==> src/bakraid_pkg.sv <==
`default_nettype none

package bakraid_pkg;

    typedef logic [15:0] data_t;
    typedef logic [22:0] word_addr_t;   // byte address bits 23..1
    typedef logic [1:0]  byte_en_t;     // [1] upper byte, [0] lower byte
    typedef logic [7:0]  io_offset_t;
    typedef logic [7:0]  latch_t;
    typedef logic [5:0]  gcu_op_t;      // one-hot

    // strobe bit positions inside gcu_op_t
    localparam int GCU_WRITE_REG   = 0;
    localparam int GCU_SELECT_REG  = 1;
    localparam int GCU_WRITE_RAM   = 2;
    localparam int GCU_READ_RAM_H  = 3;
    localparam int GCU_READ_RAM_L  = 4;
    localparam int GCU_SET_RAM_PTR = 5;

    typedef enum logic [1:0] {
        REGION_NONE,
        REGION_WRAM,
        REGION_GCU,
        REGION_IO
    } region_t;

    // byte address map
    localparam logic [23:0] WRAM_BASE      = 24'h208000;
    localparam int          WRAM_MASK_BITS = 15;       // 32 KB window
    localparam logic [23:0] GCU_BASE       = 24'h400000;
    localparam logic [23:0] IO_BASE        = 24'h500000;

    localparam io_offset_t IO_INPUTS     = 8'h00;
    localparam io_offset_t IO_DIPSW      = 8'h04;
    localparam io_offset_t IO_VSTATUS    = 8'h06;
    localparam io_offset_t IO_SND_REPLY0 = 8'h10;
    localparam io_offset_t IO_SND_REPLY1 = 8'h12;
    localparam io_offset_t IO_SND_CMD0   = 8'h14;
    localparam io_offset_t IO_SND_CMD1   = 8'h16;

endpackage

`default_nettype wire

==> src/bus_decode.sv <==
`timescale 1ns/1ps
`default_nettype none

module bus_decode (
    input  logic                     CLK96,
    input  logic                     RESET96,
    input  logic                     req_valid,
    output logic                     req_ready,
    input  bakraid_pkg::word_addr_t  req_addr,
    input  bakraid_pkg::data_t       req_wdata,
    input  logic                     req_write,
    input  bakraid_pkg::byte_en_t    req_be,
    output logic                     dec_valid,
    input  logic                     dec_ready,
    output bakraid_pkg::region_t     dec_region,
    output bakraid_pkg::io_offset_t  dec_offset,
    output bakraid_pkg::word_addr_t  dec_addr,
    output bakraid_pkg::data_t       dec_wdata,
    output logic                     dec_write,
    output bakraid_pkg::byte_en_t    dec_be
);

    logic                 armed;      // low during reset and the edge after it
    logic [23:0]          byte_addr;
    bakraid_pkg::region_t region_nx;

    assign byte_addr = {req_addr, 1'b0};
    assign req_ready = armed && (!dec_valid || dec_ready);   // empty, or item leaving

    // the map is only looked at here
    always_comb begin
        if (byte_addr[23:bakraid_pkg::WRAM_MASK_BITS] ==
            bakraid_pkg::WRAM_BASE[23:bakraid_pkg::WRAM_MASK_BITS])
            region_nx = bakraid_pkg::REGION_WRAM;
        else if (byte_addr[23:16] == bakraid_pkg::GCU_BASE[23:16])
            region_nx = bakraid_pkg::REGION_GCU;
        else if (byte_addr[23:16] == bakraid_pkg::IO_BASE[23:16])
            region_nx = bakraid_pkg::REGION_IO;
        else
            region_nx = bakraid_pkg::REGION_NONE;
    end

    always_ff @(posedge CLK96 or posedge RESET96) begin
        if (RESET96) begin
            armed     <= 1'b0;
            dec_valid <= 1'b0;
        end else begin
            armed <= 1'b1;
            if (req_ready)
                dec_valid <= req_valid;
        end
    end

    always_ff @(posedge CLK96) begin
        if (req_valid && req_ready) begin
            dec_region <= region_nx;
            dec_offset <= byte_addr[7:0];
            dec_addr   <= req_addr;
            dec_wdata  <= req_wdata;
            dec_write  <= req_write;
            dec_be     <= req_be;
        end
    end

endmodule

`default_nettype wire

==> config.mk <==
export PLATFORM = sky130hd
export DESIGN_NAME = bus_decode
export DESIGN_NICKNAME = d
export VERILOG_FILES = /design/src/bakraid_pkg.sv /design/src/bus_decode.sv
export SDC_FILE = /design/constraint.sdc
export NUM_CORES = 1
export LEC_CHECK = 0
export BUFFER_PORTS_ARGS = -buffer_cell sky130_fd_sc_hd__buf_2
export CAP_MARGIN = 15
export CORE_UTILIZATION = 40
export DETAILED_ROUTE_END_ITERATION = 10
export GPL_ROUTABILITY_DRIVEN = 0
export GPL_TIMING_DRIVEN = 0
export PLACE_DENSITY = 0.77
export SKIP_LAST_GASP = 1
export SYNTH_ARGS = -nofsm -noshare
export SYNTH_HDL_FRONTEND = slang
export SYNTH_SLANG_ARGS = --single-unit
==> constraint.sdc <==
create_clock -name CLK96 -period 4 [get_ports CLK96]
set_input_delay 0.2 -clock CLK96 [delete_from_list [all_inputs] [get_ports CLK96]]
set_output_delay 0.2 -clock CLK96 [all_outputs]
set_load 0.05 [all_outputs]
==> reports/metrics.cfg, run 1 <==
[grt]
first_global_vias = 876
antenna_found_initial = 0
grt_max_degree = 45
gr-total-overflow = 0
grt_usage = 0.139
grt_first_pass_wirelength_um = 4040

[cells_and_area]
nets = 219
area_growth_pct = 41.6
multi_input_area_sq_um = 105
fillers = 297
diodes = 0
final_layout_size_suffix_gt1_frac = 0.676
design_area_sq_mm = 0.00218
final-seq-area_sq_mm = 0.00137

[logic_synthesis]
synth-seq-cells = 46
ys_seq_area_frac = 0.891
synth_most_common_cell = edfxtp_1
synth_common_cells = edfxtp_1 (44), buf_4 (8), conb_1 (2), dfrtp_1 (2)
synth_top_cell_area_share = 0.859
async_flop_share = 0.0435
synth_area_leaders = edfxtp_1 (86%), buf_4 (3.9%), dfrtp_1 (3.3%), nor4b_4 (1.5%), nand4bb_1 (0.73%)
ys.flop_type = edfxtp_1
yosys.area.top_type = edfxtp_1
synth_area_per_cell_sq_um = 23.0
synth_cell_types = 15
syn-num-nets = 113
netlist_instances = 67
synth_edf_count = 44
yosysWarnings = 0
syn-cell-area_sq_mm = 0.00154

[sta]
rsz0062_at_grt = false
tns_ps = 0
finClkSkew_ps = 6.15
drv_slew = 0
setup_viol = 0
worst_pin_slew_ps = 931
hold_viol = 0
post-route-period-util = 0.426
max-slew-margin-rel = 0.379
hold_ws_ps = 90.8
post-route-min-period_ps = 1700
fmax_mhz = 587

[placement]
placed_cell_area_sq_mm = 0.00209
portBuffers = 98
dpl.hpwl_um = 2080

[cts]
post_cts_buffers = 0
path_clk_slew_ps = 80
clockRootBuffer = clkbuf_8
hold_buffers = 1
post_cts_resized = 0
clk-insertion-delay-late_ps = 280
cts_buffer_depth = 2
clock_tree.htree_level_count = 2
clock-sinks = 46
cts_buffers = 5
tritoncts = built

[drt]
drtAntennaViolNets = 0
drt_first_iter_violations = 38
wirelength_um = 2820
drc_errors = 0
drt_first_pass_iters = 4
avgViaCountPerCell = 4.40
via_count = 973
wl_per_cell_um = 12.7

[setup_path]
startpoint_type = flip-flop
worst_setup_path_startpoint = dec_valid$_DFFE_PP0P_
end_kind = flip-flop
cp.required_ps = 3900
crit_type = flip-flop to flip-flop
reg2reg_from = dec_valid$_DFFE_PP0P_
worstPathArrival_ps = 1610
critPathMaxFanout = 44

[pwr]
ir_worst_vdd_v = 0.000236
power_density_mw_per_mm2 = 445
total_leakage_power_nw = 0.949

[floorplanning]
die_x_um = 64.0
die-area_sq_mm = 0.00410
core_area_sq_mm = 0.00369
fp.dieH_um = 64.0
fp-row-count = 22
start_util = 0.417
ioPinCount = 100

[run]
maxCapViolCount = 0

[outcome]
outcome = finished clean

[worst_hold_path]
min-delay-path-class = input pin to flip-flop
hp-start = req_addr[10]

-- worst max-delay path, stage by stage (launching register included) --
cell	delay, ps
dfrtp_1	390
nand2b_1	110
and3_2	820
-- sequential cells by signal, indices dropped and copies added (netlist names) --
name        flops
dec_valid       1
armed           1
dec_write       1
dec_be          2
dec_addr       23
dec_wdata      16
dec_region      2
-- logic make-up (layout without fill, tap and decap cells) --
group                  after synthesis  after routing  share of synthesized area
AO/OA/AOI/OAI                        3              3                     0.0155
buffers and inverters                9            115                     0.0415
flip-flops                          46             46                      0.891
other                                2              2                    0.00488
AND/OR/NAND/NOR                      7              7                     0.0472
-- layer usage --
metal  wire length (um)  global-route usage
met1               1050               0.156
met2               1470               0.235
met3                259              0.0536
met4                 31              0.0597
met5                  0                   0
-- where the power goes --
group          total [W]  switching (W)  internal (W)  leakage (nW)
logic           0.000157       0.000117     0.0000403         0.471
clock network   0.000253       0.000135      0.000117        0.0438
registers       0.000561     0.00000630      0.000554         0.434
-- per-stage QoR --
step / total power [W] / setup slack [ps] / util / std cells
2_1_floorplan: 0.000681 / 1740 / - / 67
3_3_place_gp: 0.000726 / 1740 / 0.566 / 213
3_5_place_dp: 0.000729 / 2280 / 0.567 / 213
4_1_cts: 0.000980 / 2270 / 0.591 / 221
5_1_grt: 0.00101 / 2160 / 0.591 / 221
6_report: 0.000970 / 2300 / 0.591 / 221
-- path summary, 6_finish.rpt --
| kind | to | slack, ps | cells after the start |
|---|---|---|---|
| max in group asynchronous | armed$_DFF_PP0_ | 3580 | 3 |
| hold reg to reg | dec_valid$_DFFE_PP0P_ | 560 | 1 |
| setup reg to reg | dec_wdata[2]$_DFFE_PP_ | 2300 | 2 |
| hold / removal | dec_addr[10]$_DFFE_PP_ | 90 | 1 |
| setup / recovery | dec_wdata[2]$_DFFE_PP_ | 2300 | 2 |
| min in group asynchronous | dec_valid$_DFFE_PP0P_ | 320 | 3 |
-- layout by cell type (no fill, tap or decap), types with 2 or more instances in the layout --
master	synthesis	final
buf_2	0	98
clkinv_2	0	2
dfrtp_1	2	2
buf_4	8	8
conb_1	2	2
edfxtp_1	44	44
clkbuf_8	0	5
-- final cells by class --
class	instances	area share
buffer	8	0.0276
clock buffer	5	0.0316
clock inverter	2	0.00459
inverter	1	0.00172
multi-input combinational	12	0.0482
sequential	46	0.629
tap	48	0.0276
timing repair buffer	99	0.230
Note: power is estimated with default switching activity, not from simulation.
==> run 2, diff against run 1 <==
clock period = 1.7 ns   (was 4 ns; I/O delays follow)
==> run 2 against run 1 <==
Setup slack lost 2100 ps. Final area grew 18%. Clock power grew 130%. Global-route usage grew 4.3 points. Critical path type unchanged. Critical endpoint is now dec_wdata[6]$_DFFE_PP_. Largest cell class unchanged. Largest power group unchanged. Highest routed layer unchanged.
==> reports/metrics.cfg, run 2 (same netlist as run 1, synthesis figures left out) <==
[grt]
grt_first_pass_wirelength_um = 5220
first_global_vias = 1157
gr-total-overflow = 0
grt_max_degree = 45
grt_usage = 0.183
antenna_found_initial = 0

[sta]
rsz0062_at_grt = false
layout_setup_ws_ps = 238
hold_ws_ps = 37.8
setup_viol = 0
finClkSkew_ps = 7.03
worst_pin_slew_ps = 548
drv_slew = 0
max-slew-margin-rel = 0.635
hold_viol = 0
fmax_mhz = 684
tns_ps = 0
post-route-period-util = 0.860
post-route-min-period_ps = 1460

[setup_path]
critPathBufInv = 0
reg2reg_to = dec_wdata[6]$_DFFE_PP_
path_delay_family = simple AND/OR/NAND/NOR gates
end_kind = flip-flop
reg2reg_from = dec_valid$_DFFE_PP0P_
crit_type = flip-flop to flip-flop
path_cells = nand2b_1 -> and3_4
reg2reg_depth = 2
cp.required_ps = 1630
slowest_delay_ps = 560
crit_slowest_cell = and3_4
cp.depth = 2
worstPathArrival_ps = 1390
startpoint_type = flip-flop
critPathMaxFanout = 44
ff2ff_setup_slack_ps = 240

[worst_hold_path]
hp-start = req_addr[21]
min-delay-path-class = input pin to flip-flop
min_to = dec_addr[21]$_DFFE_PP_
hold_path_depth = 1

[floorplanning]
die-area_sq_mm = 0.00410
fp-row-count = 22
fp.dieH_um = 64.0
core_area_sq_mm = 0.00369
ioPinCount = 100
start_util = 0.417
die_x_um = 64.0

[drt]
avgViaCountPerCell = 4.38
wl_per_cell_um = 13.8
wirelength_um = 3580
via_count = 1138
drc_errors = 0
drt_first_pass_iters = 4
drt_first_iter_violations = 39
drtAntennaViolNets = 0

[cts]
clk-insertion-delay-late_ps = 290
cts_buffers = 5
path_clk_slew_ps = 80
clock-sinks = 46
tritoncts = built
clockRootBuffer = clkbuf_8
post_cts_buffers = 0
clock_tree.htree_level_count = 2
cts_buffer_depth = 2

[cells_and_area]
area_growth_pct = 67.2
layout_commonest_cell = buf_2
nets = 258
final_cell_mix = buf_2 (98), edfxtp_1 (44), dlygate4sd3_1 (40)
final_layout_size_suffix_gt1_frac = 0.552
biggestRegsByFlops = dec_addr (23), dec_wdata (16)
diodes = 0
largest_register_ffs = 23
top_register = dec_addr

[outcome]
outcome = finished clean

[pwr]
power_density_mw_per_mm2 = 918
total_leakage_power_nw = 1.11
ir_worst_vdd_v = 0.000722

[run]
maxCapViolCount = 0

[placement]
portBuffers = 98
place_ws_ps = 251

[run 2: cell count changes in the layout (fill, tap and decap cells not counted)]
cell,previous run,this run
dlygate4sd3_1,1,40
and3_2,1,0
and3_4,0,1
[run 2: timing repair]
| action | in CTS | in global routing |
|---|---|---|
| hold buffers | 40 | 0 |
| hold endpoints to repair | 41 | 0 |
| gates resized for setup | 0 | 0 |
[run 2: how the worst max path moves through the flow]
stage / start / to
detailed placement: dec_valid$_DFFE_PP0P_ / dec_addr[13]$_DFFE_PP_
global route: dec_valid$_DFFE_PP0P_ / dec_addr[2]$_DFFE_PP_
floorplan: dec_valid$_DFFE_PP0P_ / dec_addr[0]$_DFFE_PP_
CTS: dec_valid$_DFFE_PP0P_ / dec_wdata[4]$_DFFE_PP_
global placement: dec_valid$_DFFE_PP0P_ / dec_wdata[12]$_DFFE_PP_
finish: dec_valid$_DFFE_PP0P_ / dec_wdata[6]$_DFFE_PP_
[run 2: stage by stage]
stage | total power, W | std cells | cell area (sq um) | util
2_1_floorplan | 0.00160 | 67 | 1540 | -
3_3_place_gp | 0.00171 | 213 | 2090 | 0.568
3_5_place_dp | 0.00172 | 213 | 2090 | 0.568
4_1_cts | 0.00237 | 260 | 2570 | 0.698
5_1_grt | 0.00244 | 260 | 2570 | 0.698
6_report | 0.00236 | 260 | 2570 | 0.698
[run 2: report_power, final]
part           total, W  switching (W)  internal [W]
sequential      0.00132      0.0000179       0.00130
clock          0.000594       0.000318      0.000276
combinational  0.000445       0.000291      0.000154
[run 2: routing by layer]
metal	up-vias	routed length, um	global-route usage
met5	-	0	0
met4	0	90	0.111
met3	10	240	0.0357
met2	68	1960	0.351
met1	525	1290	0.175
li1	535	-	-
[run 2: final cells by class]
type                            instances  area, sq um
Timing Repair Buffer                  138          891
Multi-Input combinational cell         12          109
Buffer                                  8         60.1
Fill cell                             253         1110
Clock inverter                          2         10.0
Inverter                                1         3.75
Sequential cell                        46         1370
Tap cell                               48         60.1
Clock buffer                            5         68.8
==> run 3, diff against run 2 <==
clock period = 1.85 ns   (was 1.7 ns; I/O delays follow)
==> run 3 against run 2 <==
Largest power group unchanged. Fmax fell by 14%. Hold slack got worse by 26 ps. Routed wire length fell by 6.5%. Via count fell by 2.0%. Sequential power fell by 8%. Utilization fell by 0.20 points.
==> reports/metrics.cfg, run 3 (same netlist as run 1, synthesis figures left out) <==
[outcome]
outcome = finished clean

[floorplanning]
die_x_um = 64.0
ioPinCount = 100
fp-row-count = 22
fp.dieH_um = 64.0
start_util = 0.417
core_area_sq_mm = 0.00369
die-area_sq_mm = 0.00410

[setup_path]
end_kind = flip-flop
crit_type = flip-flop to flip-flop
cp.required_ps = 1760
crit_slowest_cell = and3_2
critPathBufInv = 0
worstPathArrival_ps = 1620
startpoint_type = flip-flop
critPathMaxFanout = 44
path_cells = nand2b_1 -> and3_2
path_delay_family = simple AND/OR/NAND/NOR gates
slowest_delay_ps = 830

[sta]
worst_pin_slew_ps = 945
max-slew-margin-rel = 0.370
hold_viol = 0
setup_viol = 0
rsz0062_at_grt = false
fmax_mhz = 586
finClkSkew_ps = 2.34
post-route-min-period_ps = 1710
drv_slew = 0
tns_ps = 0
post-route-period-util = 0.922

[drt]
wl_per_cell_um = 12.9
drc_errors = 0
avgViaCountPerCell = 4.29
wirelength_um = 3350
drtAntennaViolNets = 0
via_count = 1115
drt_first_iter_violations = 28
drt_first_pass_iters = 4

[cells_and_area]
top_register = dec_addr
diodes = 0
final_cell_mix = buf_2 (98), edfxtp_1 (44), dlygate4sd3_1 (39)
fillers = 275
biggestRegsByFlops = dec_addr (23), dec_wdata (16)
largest_register_ffs = 23
final_layout_size_suffix_gt1_frac = 0.552
nets = 257
finish.utilization = 0.696
area_growth_pct = 66.7
layout_commonest_cell = buf_2

[cts]
cts_buffer_depth = 2
tritoncts = built
clockRootBuffer = clkbuf_8
post_cts_resized = 0
clock_tree.htree_level_count = 2
cts_buffers = 5
path_clk_slew_ps = 80
clock-sinks = 46
clk-insertion-delay-late_ps = 280

[grt]
antenna_found_initial = 0
grt_max_degree = 45
grt_first_pass_wirelength_um = 4910
gr-total-overflow = 0
first_global_vias = 1095
grt_usage = 0.166

[pwr]
ir_worst_vdd_v = 0.000505
power_density_mw_per_mm2 = 853
total_leakage_power_nw = 1.11

[worst_hold_path]
min-delay-path-class = input pin to flip-flop

[run]
maxCapViolCount = 0

[placement]
portBuffers = 98

==> run 3: cell types whose count changed in the layout (fill, tap and decap cells not counted), sizes merged <==
cell / before / now
clkinvlp: 0 / 1
dlygate4sd3: 40 / 39
==> run 3: metrics by stage <==
step | instances | hold WS (ps) | total power [W] | cell area [sq um] | setup WS, ps
final | 260 | 11.5 | 0.00219 | 2570 | 145
after CTS | 259 | 2.13 | 0.00221 | 2560 | 99.9
after global routing | 260 | 12.8 | 0.00226 | 2570 | 20.5
after global placement | 213 | -59.3 | 0.00157 | 2090 | 191
after detailed placement | 213 | -50.6 | 0.00158 | 2090 | 120
after floorplan | 67 | -166 | 0.00147 | 1540 | 63.1
==> run 3: metal layers <==
| metal | vias up | GRT usage | routed length (um) |
|---|---|---|---|
| met5 | - | 0 | 0 |
| met4 | 0 | 0.0653 | 49 |
| met3 | 4 | 0.0536 | 272 |
| met2 | 70 | 0.302 | 1760 |
| met1 | 506 | 0.175 | 1260 |
| li1 | 535 | - | - |
==> run 3: final timing paths <==
path	start	depth (start not counted)	slack [ps]	end
min in group asynchronous	RESET96	3	190	armed$_DFF_PP0_
hold / removal	req_addr[19]	1	10	dec_addr[19]$_DFFE_PP_
max in group asynchronous	RESET96	3	1550	dec_valid$_DFFE_PP0P_
setup / recovery	dec_valid$_DFFE_PP0P_	2	140	dec_wdata[3]$_DFFE_PP_
hold reg to reg	armed$_DFF_PP0_	1	560	dec_valid$_DFFE_PP0P_
setup reg to reg	dec_valid$_DFFE_PP0P_	2	140	dec_wdata[3]$_DFFE_PP_
==> run 3: repair_timing <==
action,CTS,global route
hold buffers,38,1
endpoints found under the hold margin,39,1
setup buffers,0,0
setup endpoints to repair,0,0
==> run 3: area by class of cell <==
type / count / area, sq um / share of cell area
clock buffer: 5 / 68.8 / 0.0268
tap: 48 / 60.1 / 0.0234
inverter: 1 / 3.75 / 0.00146
buffer: 8 / 60.1 / 0.0234
sequential: 46 / 1370 / 0.534
timing repair buffer: 137 / 881 / 0.343
clock inverter: 3 / 16.3 / 0.00634
multi-input combinational: 12 / 105 / 0.0410
==> run 3: where the power goes <==
part / switching, W / leakage, nW / internal [W]
Combinational: 0.000265 / 0.630 / 0.000139
Clock: 0.000312 / 0.0416 / 0.000259
Sequential: 0.0000146 / 0.434 / 0.00120
Total: 0.000592 / 1.11 / 0.00160
==> run 3: worst register-to-register path: stages, from the launching register on <==
cell and delay (ps):
dfrtp_1 390, nand2b_1 100, and3_2 830
